File: src/logic/cart_pkg.sv
// ====================
// Shared widths, header offsets and coprocessor codes for the cart loader
// ====================
`default_nettype none

package cart_pkg;

	// ====================
	// Widths
	// ====================
	localparam int IOCTL_ADDR_W = 25;
	localparam int ROM_ADDR_W   = 24;
	localparam int WORD_W       = 16;
	localparam int MASK_W       = 24;
	localparam int ROM_TYPE_W   = 8;
	localparam int INDEX_W      = 8;
	localparam int FILESIZE_W   = 24;
	localparam int MAP_MODE_W   = 2;
	localparam int SIZE_CODE_W  = 4;
	localparam int CHIP_W       = 4;

	// ====================
	// Download and header locations
	// ====================
	// Index bits 5:1 at zero select a cart image
	localparam logic [5:0]  CART_INDEX_SEL  = 6'h00;
	localparam int          SMC_HDR_BITS    = 10;
	localparam logic [14:0] HDR_OFS_MAPPER  = 15'h7FD4;
	localparam logic [14:0] HDR_OFS_TYPE    = 15'h7FD6;
	localparam logic [14:0] HDR_OFS_RAM     = 15'h7FD8;
	localparam logic [14:0] HDR_OFS_MAKER   = 15'h7FDA;
	localparam logic [8:0]  HDR_PREFIX_LO   = 9'h000;
	localparam logic [8:0]  HDR_PREFIX_HI   = 9'h001;
	localparam logic [8:0]  HDR_PREFIX_EXHI = 9'h081;

	// Write port FSM
	localparam logic [1:0] WR_IDLE = 2'd0;
	localparam logic [1:0] WR_REQ  = 2'd1;
	localparam logic [1:0] WR_REL  = 2'd2;

	// ====================
	// Classification
	// ====================
	localparam logic [CHIP_W-1:0] CHIP_NONE    = 4'h0;
	localparam logic [CHIP_W-1:0] CHIP_CX4     = 4'h4;
	localparam logic [CHIP_W-1:0] CHIP_SDD1    = 4'h5;
	localparam logic [CHIP_W-1:0] CHIP_SA1     = 4'h6;
	localparam logic [CHIP_W-1:0] CHIP_GSU     = 4'h7;
	localparam logic [CHIP_W-1:0] CHIP_DSP1    = 4'h8;
	localparam logic [CHIP_W-1:0] CHIP_DSP2    = 4'h9;
	localparam logic [CHIP_W-1:0] CHIP_DSP3    = 4'hA;
	localparam logic [CHIP_W-1:0] CHIP_DSP4    = 4'hB;
	localparam logic [CHIP_W-1:0] CHIP_OBC1    = 4'hC;
	localparam logic [CHIP_W-1:0] CHIP_SPC7110 = 4'hD;

	localparam logic [SIZE_CODE_W-1:0] MIN_ROM_SIZE_CODE     = 4'd7;
	localparam logic [SIZE_CODE_W-1:0] DEFAULT_ROM_SIZE_CODE = 4'd12;
	localparam logic [SIZE_CODE_W-1:0] ST_SMALL_ROM_CODE     = 4'd10;
	localparam logic [SIZE_CODE_W-1:0] GSU_RAM_SIZE_CODE     = 4'd6;
	localparam logic [MASK_W-1:0]      MASK_UNIT             = 24'd1024;

endpackage

`default_nettype wire
File: src/logic/cart_loader.sv
// ====================
// Cart loading path top, download stream in and ROM writes plus cart info out
// ====================
`timescale 1ns/100ps
`default_nettype none

module cart_loader import cart_pkg::*; (
	input  wire                    clk_sys,
	input  wire                    RESET_N,
	input  wire                    ioctl_download,
	input  wire [INDEX_W-1:0]      ioctl_index,
	input  wire                    ioctl_wr,
	input  wire [IOCTL_ADDR_W-1:0] ioctl_addr,
	input  wire [WORD_W-1:0]       ioctl_dout,
	input  wire [FILESIZE_W-1:0]   ioctl_filesize,
	output wire                    ioctl_wait,
	input  wire [MAP_MODE_W-1:0]   map_mode,
	output wire                    mem_req,
	input  wire                    mem_ack,
	output wire [ROM_ADDR_W-1:1]   mem_addr,
	output wire [WORD_W-1:0]       mem_data,
	output wire [ROM_TYPE_W-1:0]   rom_type,
	output wire [MASK_W-1:0]       rom_mask,
	output wire [MASK_W-1:0]       ram_mask
);

	// Write stream seen by the header capture
	wire                   hdr_wr;
	wire [ROM_ADDR_W-1:0]  hdr_addr;
	wire [WORD_W-1:0]      hdr_data;
	wire                   cart_active;

	// Parsed header fields
	wire [7:0]             mapper_byte;
	wire [ROM_TYPE_W-1:0]  type_byte;
	wire [7:0]             maker_byte;
	wire [SIZE_CODE_W-1:0] rom_size_code;
	wire [SIZE_CODE_W-1:0] ram_size_code;
	wire [MAP_MODE_W-1:0]  map_mode_latched;

	rom_write_port u_port (
		.clk_sys        (clk_sys),
		.RESET_N        (RESET_N),
		.ioctl_download (ioctl_download),
		.ioctl_index    (ioctl_index),
		.ioctl_wr       (ioctl_wr),
		.ioctl_addr     (ioctl_addr),
		.ioctl_dout     (ioctl_dout),
		.ioctl_filesize (ioctl_filesize),
		.ioctl_wait     (ioctl_wait),
		.mem_req        (mem_req),
		.mem_ack        (mem_ack),
		.mem_addr       (mem_addr),
		.mem_data       (mem_data),
		.hdr_wr         (hdr_wr),
		.hdr_addr       (hdr_addr),
		.hdr_data       (hdr_data),
		.cart_active    (cart_active)
	);

	cart_header_capture u_hdr (
		.clk_sys          (clk_sys),
		.RESET_N          (RESET_N),
		.hdr_wr           (hdr_wr),
		.hdr_addr         (hdr_addr),
		.hdr_data         (hdr_data),
		.map_mode         (map_mode),
		.mapper_byte      (mapper_byte),
		.type_byte        (type_byte),
		.maker_byte       (maker_byte),
		.rom_size_code    (rom_size_code),
		.ram_size_code    (ram_size_code),
		.map_mode_latched (map_mode_latched)
	);

	chip_classify u_cls (
		.clk_sys          (clk_sys),
		.RESET_N          (RESET_N),
		.cart_active      (cart_active),
		.mapper_byte      (mapper_byte),
		.type_byte        (type_byte),
		.maker_byte       (maker_byte),
		.rom_size_code    (rom_size_code),
		.ram_size_code    (ram_size_code),
		.map_mode_latched (map_mode_latched),
		.rom_type         (rom_type),
		.rom_mask         (rom_mask),
		.ram_mask         (ram_mask)
	);

endmodule

`default_nettype wire

File: src/logic/chip_classify.sv
// ====================
// Derives coprocessor type and ROM/RAM masks from the captured header
// ====================
`timescale 1ns/100ps
`default_nettype none

module chip_classify import cart_pkg::*; (
	input  wire                    clk_sys,
	input  wire                    RESET_N,
	input  wire                    cart_active,
	input  wire [7:0]              mapper_byte,
	input  wire [ROM_TYPE_W-1:0]   type_byte,
	input  wire [7:0]              maker_byte,
	input  wire [SIZE_CODE_W-1:0]  rom_size_code,
	input  wire [SIZE_CODE_W-1:0]  ram_size_code,
	input  wire [MAP_MODE_W-1:0]   map_mode_latched,
	output logic [ROM_TYPE_W-1:0]  rom_type,
	output logic [MASK_W-1:0]      rom_mask,
	output logic [MASK_W-1:0]      ram_mask
);

	logic [CHIP_W-1:0]      chip_c;
	logic                   bit3_c;
	logic [SIZE_CODE_W-1:0] ram_code_c;
	logic [SIZE_CODE_W-1:0] rom_code_c;
	logic                   loaded;

	// ====================
	// Coprocessor priority decode
	// ====================
	always_comb begin
		chip_c     = CHIP_NONE;
		bit3_c     = 1'b0;
		ram_code_c = ram_size_code;
		if (mapper_byte == 8'h30 && type_byte == 8'h05 && maker_byte == 8'hB2) begin
			chip_c = CHIP_DSP3;
		end else if (((mapper_byte == 8'h20 || mapper_byte == 8'h21) && type_byte == 8'h03) ||
				(mapper_byte == 8'h30 && type_byte == 8'h05) ||
				(mapper_byte == 8'h31 && (type_byte == 8'h03 || type_byte == 8'h05))) begin
			chip_c = CHIP_DSP1;
		end else if (mapper_byte == 8'h20 && type_byte == 8'h05) begin
			chip_c = CHIP_DSP2;
		end else if (mapper_byte == 8'h30 && type_byte == 8'h03) begin
			chip_c = CHIP_DSP4;
		end else if (mapper_byte == 8'h30 && type_byte == 8'h25) begin
			chip_c = CHIP_OBC1;
		end else if (mapper_byte == 8'h32 && (type_byte == 8'h43 || type_byte == 8'h45)) begin
			chip_c = CHIP_SDD1;
		end else if (mapper_byte == 8'h30 && type_byte == 8'hF6) begin
			// ST0xx, small ROMs get bit 5 as well
			chip_c = CHIP_DSP1 | ((rom_size_code < ST_SMALL_ROM_CODE) ? 4'h2 : 4'h0);
			bit3_c = 1'b1;
		end else if (mapper_byte == 8'h20 && (type_byte == 8'h13 || type_byte == 8'h14 ||
				type_byte == 8'h15 || type_byte == 8'h1A)) begin
			chip_c     = CHIP_GSU;
			ram_code_c = GSU_RAM_SIZE_CODE;
		end else if (mapper_byte == 8'h23 && (type_byte == 8'h32 || type_byte == 8'h34 ||
				type_byte == 8'h35)) begin
			chip_c = CHIP_SA1;
		end else if (mapper_byte == 8'h3A && (type_byte == 8'hF5 || type_byte == 8'hF9)) begin
			// Bit 3 marks the RTC variant
			chip_c = CHIP_SPC7110;
			bit3_c = type_byte[3];
		end else if (mapper_byte == 8'h20 && type_byte == 8'hF3) begin
			chip_c = CHIP_CX4;
		end
	end

	assign rom_code_c = (rom_size_code < MIN_ROM_SIZE_CODE) ? DEFAULT_ROM_SIZE_CODE :
		rom_size_code;

	// Results track the header between downloads, once a cart was seen
	always_ff @(posedge clk_sys) begin
		if (!RESET_N) begin
			loaded   <= 1'b0;
			rom_type <= '0;
			rom_mask <= '0;
			ram_mask <= '0;
		end else if (cart_active) begin
			loaded <= 1'b1;
		end else if (loaded) begin
			rom_type <= {chip_c, bit3_c, 1'b0, map_mode_latched};
			rom_mask <= (MASK_UNIT << rom_code_c) - 1'b1;
			ram_mask <= (ram_code_c == '0) ? '0 : (MASK_UNIT << ram_code_c) - 1'b1;
		end
	end

	a_type_stable: assert property (@(posedge clk_sys) disable iff (!RESET_N)
		(cart_active && $past(cart_active)) |-> $stable(rom_type));

endmodule

`default_nettype wire

File: src/logic/cart_header_capture.sv
// ====================
// Picks the internal header bytes out of the cart write stream
// ====================
`timescale 1ns/100ps
`default_nettype none

module cart_header_capture import cart_pkg::*; (
	input  wire                    clk_sys,
	input  wire                    RESET_N,
	input  wire                    hdr_wr,
	input  wire [ROM_ADDR_W-1:0]   hdr_addr,
	input  wire [WORD_W-1:0]       hdr_data,
	input  wire [MAP_MODE_W-1:0]   map_mode,
	output logic [7:0]             mapper_byte,
	output logic [ROM_TYPE_W-1:0]  type_byte,
	output logic [7:0]             maker_byte,
	output logic [SIZE_CODE_W-1:0] rom_size_code,
	output logic [SIZE_CODE_W-1:0] ram_size_code,
	output logic [MAP_MODE_W-1:0]  map_mode_latched
);

	logic [8:0] hdr_prefix;
	logic       hit_mapper;
	logic       hit_type;
	logic       hit_ram;
	logic       hit_maker;

	// Bank that holds the header for the current map mode
	always_comb begin
		case (map_mode_latched)
		2'd1:    hdr_prefix = HDR_PREFIX_HI;
		2'd2:    hdr_prefix = HDR_PREFIX_EXHI;
		default: hdr_prefix = HDR_PREFIX_LO;
		endcase
	end

	assign hit_mapper = (hdr_addr == {hdr_prefix, HDR_OFS_MAPPER});
	assign hit_type   = (hdr_addr == {hdr_prefix, HDR_OFS_TYPE});
	assign hit_ram    = (hdr_addr == {hdr_prefix, HDR_OFS_RAM});
	assign hit_maker  = (hdr_addr == {hdr_prefix, HDR_OFS_MAKER});

	always_ff @(posedge clk_sys) begin
		if (!RESET_N) begin
			mapper_byte      <= '0;
			type_byte        <= '0;
			maker_byte       <= '0;
			rom_size_code    <= '0;
			ram_size_code    <= '0;
			map_mode_latched <= '0;
		end else if (hdr_wr) begin
			// First ROM word starts a new image
			if (hdr_addr == '0) begin
				ram_size_code    <= '0;
				map_mode_latched <= map_mode;
			end
			if (hit_mapper) begin
				mapper_byte <= hdr_data[15:8];
			end
			// Cart type below, ROM size code in the upper byte
			if (hit_type) begin
				type_byte     <= hdr_data[7:0];
				rom_size_code <= hdr_data[11:8];
			end
			if (hit_ram) begin
				ram_size_code <= hdr_data[3:0];
			end
			if (hit_maker) begin
				maker_byte <= hdr_data[7:0];
			end
		end
	end

endmodule

`default_nettype wire

File: src/logic/rom_write_port.sv
// ====================
// Turns cart download words into ROM writes over a four-phase req/ack port
// ====================
`timescale 1ns/100ps
`default_nettype none

module rom_write_port import cart_pkg::*; (
	input  wire                    clk_sys,
	input  wire                    RESET_N,
	input  wire                    ioctl_download,
	input  wire [INDEX_W-1:0]      ioctl_index,
	input  wire                    ioctl_wr,
	input  wire [IOCTL_ADDR_W-1:0] ioctl_addr,
	input  wire [WORD_W-1:0]       ioctl_dout,
	input  wire [FILESIZE_W-1:0]   ioctl_filesize,
	output logic                   ioctl_wait,
	output logic                   mem_req,
	input  wire                    mem_ack,
	output wire [ROM_ADDR_W-1:1]   mem_addr,
	output wire [WORD_W-1:0]       mem_data,
	output logic                   hdr_wr,
	output wire [ROM_ADDR_W-1:0]   hdr_addr,
	output wire [WORD_W-1:0]       hdr_data,
	output logic                   cart_active
);

	logic                    cart_sel;
	logic                    wr_accept;
	logic [IOCTL_ADDR_W-1:0] addr_adj;
	logic [1:0]              state;
	logic [ROM_ADDR_W-1:0]   addr_q;
	logic [WORD_W-1:0]       data_q;

	assign cart_sel = ioctl_download && (ioctl_index[5:1] == CART_INDEX_SEL[5:1]);

	// Copier header length is the file size modulo 1024
	assign addr_adj  = ioctl_addr - IOCTL_ADDR_W'(ioctl_filesize[SMC_HDR_BITS-1:0]);
	assign wr_accept = cart_sel && ioctl_wr && (state == WR_IDLE);

	// Write payload, held for the whole handshake
	always_ff @(posedge clk_sys) begin
		if (wr_accept) begin
			addr_q <= addr_adj[ROM_ADDR_W-1:0];
			data_q <= ioctl_dout;
		end
	end

	assign mem_addr = addr_q[ROM_ADDR_W-1:1];
	assign mem_data = data_q;
	assign hdr_addr = addr_q;
	assign hdr_data = data_q;

	// ====================
	// Four-phase request FSM
	// ====================
	always_ff @(posedge clk_sys) begin
		if (!RESET_N) begin
			state       <= WR_IDLE;
			mem_req     <= 1'b0;
			ioctl_wait  <= 1'b0;
			hdr_wr      <= 1'b0;
			cart_active <= 1'b0;
		end else begin
			cart_active <= cart_sel;
			hdr_wr      <= wr_accept;
			case (state)
			WR_IDLE: begin
				if (wr_accept) begin
					state      <= WR_REQ;
					mem_req    <= 1'b1;
					ioctl_wait <= 1'b1;
				end
			end
			WR_REQ: begin
				if (mem_ack) begin
					state   <= WR_REL;
					mem_req <= 1'b0;
				end
			end
			WR_REL: begin
				// Wait for the responder to let go of ack
				if (!mem_ack) begin
					state      <= WR_IDLE;
					ioctl_wait <= 1'b0;
				end
			end
			default: begin
				state      <= WR_IDLE;
				mem_req    <= 1'b0;
				ioctl_wait <= 1'b0;
			end
			endcase
		end
	end

	// Request is only withdrawn after the responder acknowledged it
	a_req_hold: assert property (@(posedge clk_sys) disable iff (!RESET_N)
		$fell(mem_req) |-> $past(mem_ack));

	// Download source honours back-pressure
	a_wr_wait: assert property (@(posedge clk_sys) disable iff (!RESET_N)
		ioctl_wr |-> !ioctl_wait);

endmodule

`default_nettype wire

File: config.mk
export PLATFORM = sky130hd
export DESIGN_NAME = cart_loader
export DESIGN_NICKNAME = d
export VERILOG_FILES = /design/src/logic/cart_pkg.sv /design/src/logic/cart_loader.sv /design/src/logic/chip_classify.sv /design/src/logic/cart_header_capture.sv /design/src/logic/rom_write_port.sv
export SDC_FILE = /design/constraint.sdc
export NUM_CORES = 1
export LEC_CHECK = 0
export BUFFER_PORTS_ARGS = -buffer_cell sky130_fd_sc_hd__buf_4
export CAP_MARGIN = 20
export CORE_ASPECT_RATIO = 0.7
export CORE_MARGIN = 1.5
export CORE_UTILIZATION = 57
export CTS_CLUSTER_SIZE = 8
export DETAILED_ROUTE_END_ITERATION = 10
export PLACE_DENSITY = 0.86
export SLEW_MARGIN = 20
export SYNTH_ARGS = -nofsm -noshare
export SYNTH_HDL_FRONTEND = slang
export SYNTH_SLANG_ARGS = --single-unit
File: constraint.sdc
create_clock -name clk_sys -period 9.1 [get_ports clk_sys]
set_input_delay 1.365 -clock clk_sys [delete_from_list [all_inputs] [get_ports clk_sys]]
set_output_delay 1.365 -clock clk_sys [all_outputs]
set_load 0.03 [all_outputs]
==> run_results.csv <==
group,metric,value,unit
grt,overflow,0,
drt,vias,5438,
synthesis,yosys.area_share.adder,0.0294,
clocking,clk_pin_slew,0.05,ns
floorplanning,die_h,90.3,um
synthesis,synth_top_family_by_area,"simple AND/OR/NAND/NOR gates",
grt,track_usage,0.266,
timing,max_slew_margin,0.459,
floorplanning,coreArea,0.0105,mm^2
grt,grt_pass1_vias,5195,
place,dp.cells,900,
layout,post_route_cells_drive_above_1_share,0.260,
power,swShare,0.223,
grt,antenna_found_initial,0,
floorplanning,io_pins,177,
timing,setup_ws,5.79,ns
synthesis,synth_compound_area_frac,0.123,
worst_setup_path,crit_chain,"buf_4 -> inv_1 -> ha_1 -> fa_1 -> nor2b_1 -> o31ai_2 -> a211oi_4 -> nor4_1 -> a311o_1",
synthesis,synth_area_per_cell,9.10,um^2
synthesis,post-synth-top-area-fraction,0.252,
place,dp_hpwl,10.9,mm
drt,dr.pass1.iters,5,
floorplanning,die_w,128,um
synthesis,synth_edf_count,40,
power,combPwrFrac,0.078,
worst_setup_path,rr_worst_depth,9,
synthesis,synthSimpleGateAreaFrac,0.244,
timing,drv_slew,0,
layout,nets,881,
drt,wl_per_cell,16.1,um
layout,diodes,0,
clocking,cts_max_level,4,
clocking,cts_made_buffers,17,
clocking,postCtsSetupBuffers,0,
drt,drtAntennaViolNets,0,
worst_setup_path,path_class,"primary input to register",
place,gp_congestion,0.933,
worst_setup_path,cp.arrival,3.46,ns
power,pwr-share-clk,0.492,
layout,fin_util,0.736,
worst_setup_path,slowest_stage,"a211oi_4",
synthesis,syn_area,0.00621,mm^2
clocking,cts_resized,0,
worst_setup_path,cp_max_fo,10,
run,max_cap_viol_count,0,
synthesis,yosys-top-cells-area,"dfxtp_1, edfxtp_1, buf_4",
timing,fin_crit_sh,0.364,
timing,period_needed,3.31,ns
layout,fin_cells,932,
min_path,hold_path_startpoint,"u_cls.ram_mask[22]",
power,p_int,0.993,mW
clocking,clk_latency,0.41,ns
clocking,clockBufferDepth,2,
status,status,"completed",
drt,viasPerCell,5.83,
timing,worst_pin_slew,0.809,ns
place,port_buffers,157,
worst_setup_path,r2r_slack,6.42,ns
drt,drtIter0Drc,392,
timing,hold_viol_final,0,
worst_setup_path,cp-end-kind,"register",
worst_setup_path,critPathRequiredTime,9.25,ns
place,placed_cell_area,0.00713,mm^2
drt,routed_wl,15.0,mm
synthesis,synth_top_area_cell,"dfxtp_1",
power,power.density,166,mW/mm^2
synthesis,synth_cell_type_count,75,
clocking,cts_sinks,118,
layout,areaGrowthSynthToFinish,24.1,%
synthesis,seq_area_frac_synth,0.445,
synthesis,netlist_instances,682,
floorplanning,num_rows,31,
power,power.total,1.28,mW
floorplanning,die_area,0.0115,mm^2
power,peakVddDrop,140,uV
drt,drc,0,
min_path,hold_depth,2,
place,post-place-ws,5.42,ns
synthesis,synth_seq_cells,118,
timing,setup_viol,0,
worst_setup_path,slowest_delay,0.53,ns
worst_setup_path,start_kind,"primary input",
layout,final_cell_area,0.00770,mm^2
synthesis,yosys.area_share.xor_xnor,0.0282,
timing,fmax,302,MHz
synthesis,synth_mux_area_frac,0.0419,
synthesis,async_flop_share,0,
power,p_leak,3.10,nW
grt,grt_pass1_wl,24.6,mm
grt,grt_start_max_net_pins,47,
min_path,hold_path.class,"register to register",
clocking,cts_tree,"yes",
timing,whs,0.459,ns
clocking,holdBufCountCts,0,
synthesis,yosys_most_used_dff,"dfxtp_1",
timing,fin_tns_setup,0,ns
worst_setup_path,rr_endpoint,"u_cls.ram_mask[18]",
power,p_sw,0.286,mW
min_path,min_to,"u_cls.ram_mask[22]",
power,p_seq_frac,0.430,
synthesis,synth_warnings,0,
timing,rsz0062_at_grt,"no",
timing,clock_skew,0.00679,ns
floorplanning,initial_utilization,0.593,
clocking,clockRootBuffer,"clkbuf_16",
worst_setup_path,timing.rr.start,"u_hdr.mapper_byte[0]",
state kept, by name (all words and copies together), names as in the netlist, 7 cells and up:
name / count
u_port.hdr_addr: 24
u_port.hdr_data: 16
u_cls.ram_mask: 15
u_cls.rom_mask: 15
u_hdr.maker_byte: 8
u_hdr.mapper_byte: 8
u_hdr.type_byte: 8
u_cls.rom_type: 7
logic make-up (layout without fill, tap and decap cells):
kind of cell / count (synthesis) / in the layout
AND/OR/NAND/NOR: 291 / 291
adder cells (fa/ha/maj): 14 / 14
buffers and inverters: 97 / 214
flip-flops: 118 / 118
XOR/XNOR: 20 / 20
other: 2 / 3
multiplexers: 26 / 26
AO/OA/AOI/OAI: 114 / 114
synth_stat cells (6+ instances only):
cell type,instances
nor2b_1,6
o21ai_0,28
nand3_1,40
nor4_1,9
buf_4,43
nor3_1,17
dfxtp_1,78
nor2_1,73
edfxtp_1,40
a21oi_1,36
nand2_1,69
or3_1,7
mux2i_1,26
nand2b_1,10
ha_1,13
nand4_1,18
inv_1,21
xnor2_1,17
clkbuf_1,24
o21a_1,6
layer usage:
layer | global-route usage | vias up | wire length [um]
li1 | - | 2610 | -
met1 | 0.329 | 2517 | 6190
met2 | 0.441 | 273 | 7110
met3 | 0.0841 | 38 | 1330
met4 | 0.0927 | 0 | 327
met5 | 0 | - | 0
worst max path at each step:
stage	endpoint	from	cells after the start
floorplan	u_port.hdr_addr[0]	ioctl_index[2]	3
global placement	u_port.hdr_addr[16]	ioctl_addr[0]	9
detailed placement	u_port.hdr_addr[16]	ioctl_addr[0]	9
CTS	u_port.hdr_addr[16]	ioctl_addr[0]	9
global route	u_port.hdr_addr[16]	ioctl_addr[0]	9
finish	u_port.hdr_addr[16]	ioctl_addr[0]	9
worst max-delay path: cells and delay by family:
| kind | cells | cell delay [ns] |
|---|---|---|
| and+or+nand+nor | 2 | 0.31 |
| buffers and inverters | 2 | 0.10 |
| adders and majority gates | 2 | 0.62 |
| AOI/OAI and AO/OA | 3 | 1.04 |
cell usage in the layout (no fill, tap or decap), drive strengths merged, types with 5 or more instances in the layout:
| master | count |
|---|---|
| edfxtp | 40 |
| nor3 | 17 |
| a21oi | 37 |
| nor4 | 11 |
| inv | 21 |
| nand3 | 40 |
| o21a | 6 |
| nor2 | 74 |
| or4 | 5 |
| or3 | 7 |
| nor2b | 6 |
| clkinv | 6 |
| dfxtp | 78 |
| nand2 | 69 |
| and2 | 5 |
| o21ai | 29 |
| a31oi | 5 |
| nand2b | 10 |
| clkbuf | 25 |
| nor4b | 5 |
| nand4 | 19 |
| xnor2 | 17 |
| mux2i | 26 |
| buf | 161 |
| ha | 13 |
layout make-up:
class                      instances  area, um^2
clock inverter                     7        41.3
timing repair buffer             161        1210
tap                              132         165
multi-input combinational        468        2920
inverter                          21        78.8
fill                             748        2770
clock buffer                      25         528
sequential                       118        2760
power groups by stage:
stage                     Combinational [mW]  Sequential (mW)  Clock (mW)
after floorplan                       0.0584            0.563           0
after global placement                0.0934            0.561           0
after detailed placement              0.0971            0.561           0
after CTS                             0.0978            0.550       0.637
after global routing                   0.108            0.550       0.660
final                                 0.0994            0.551       0.629
(Power assumes the default switching activity.)
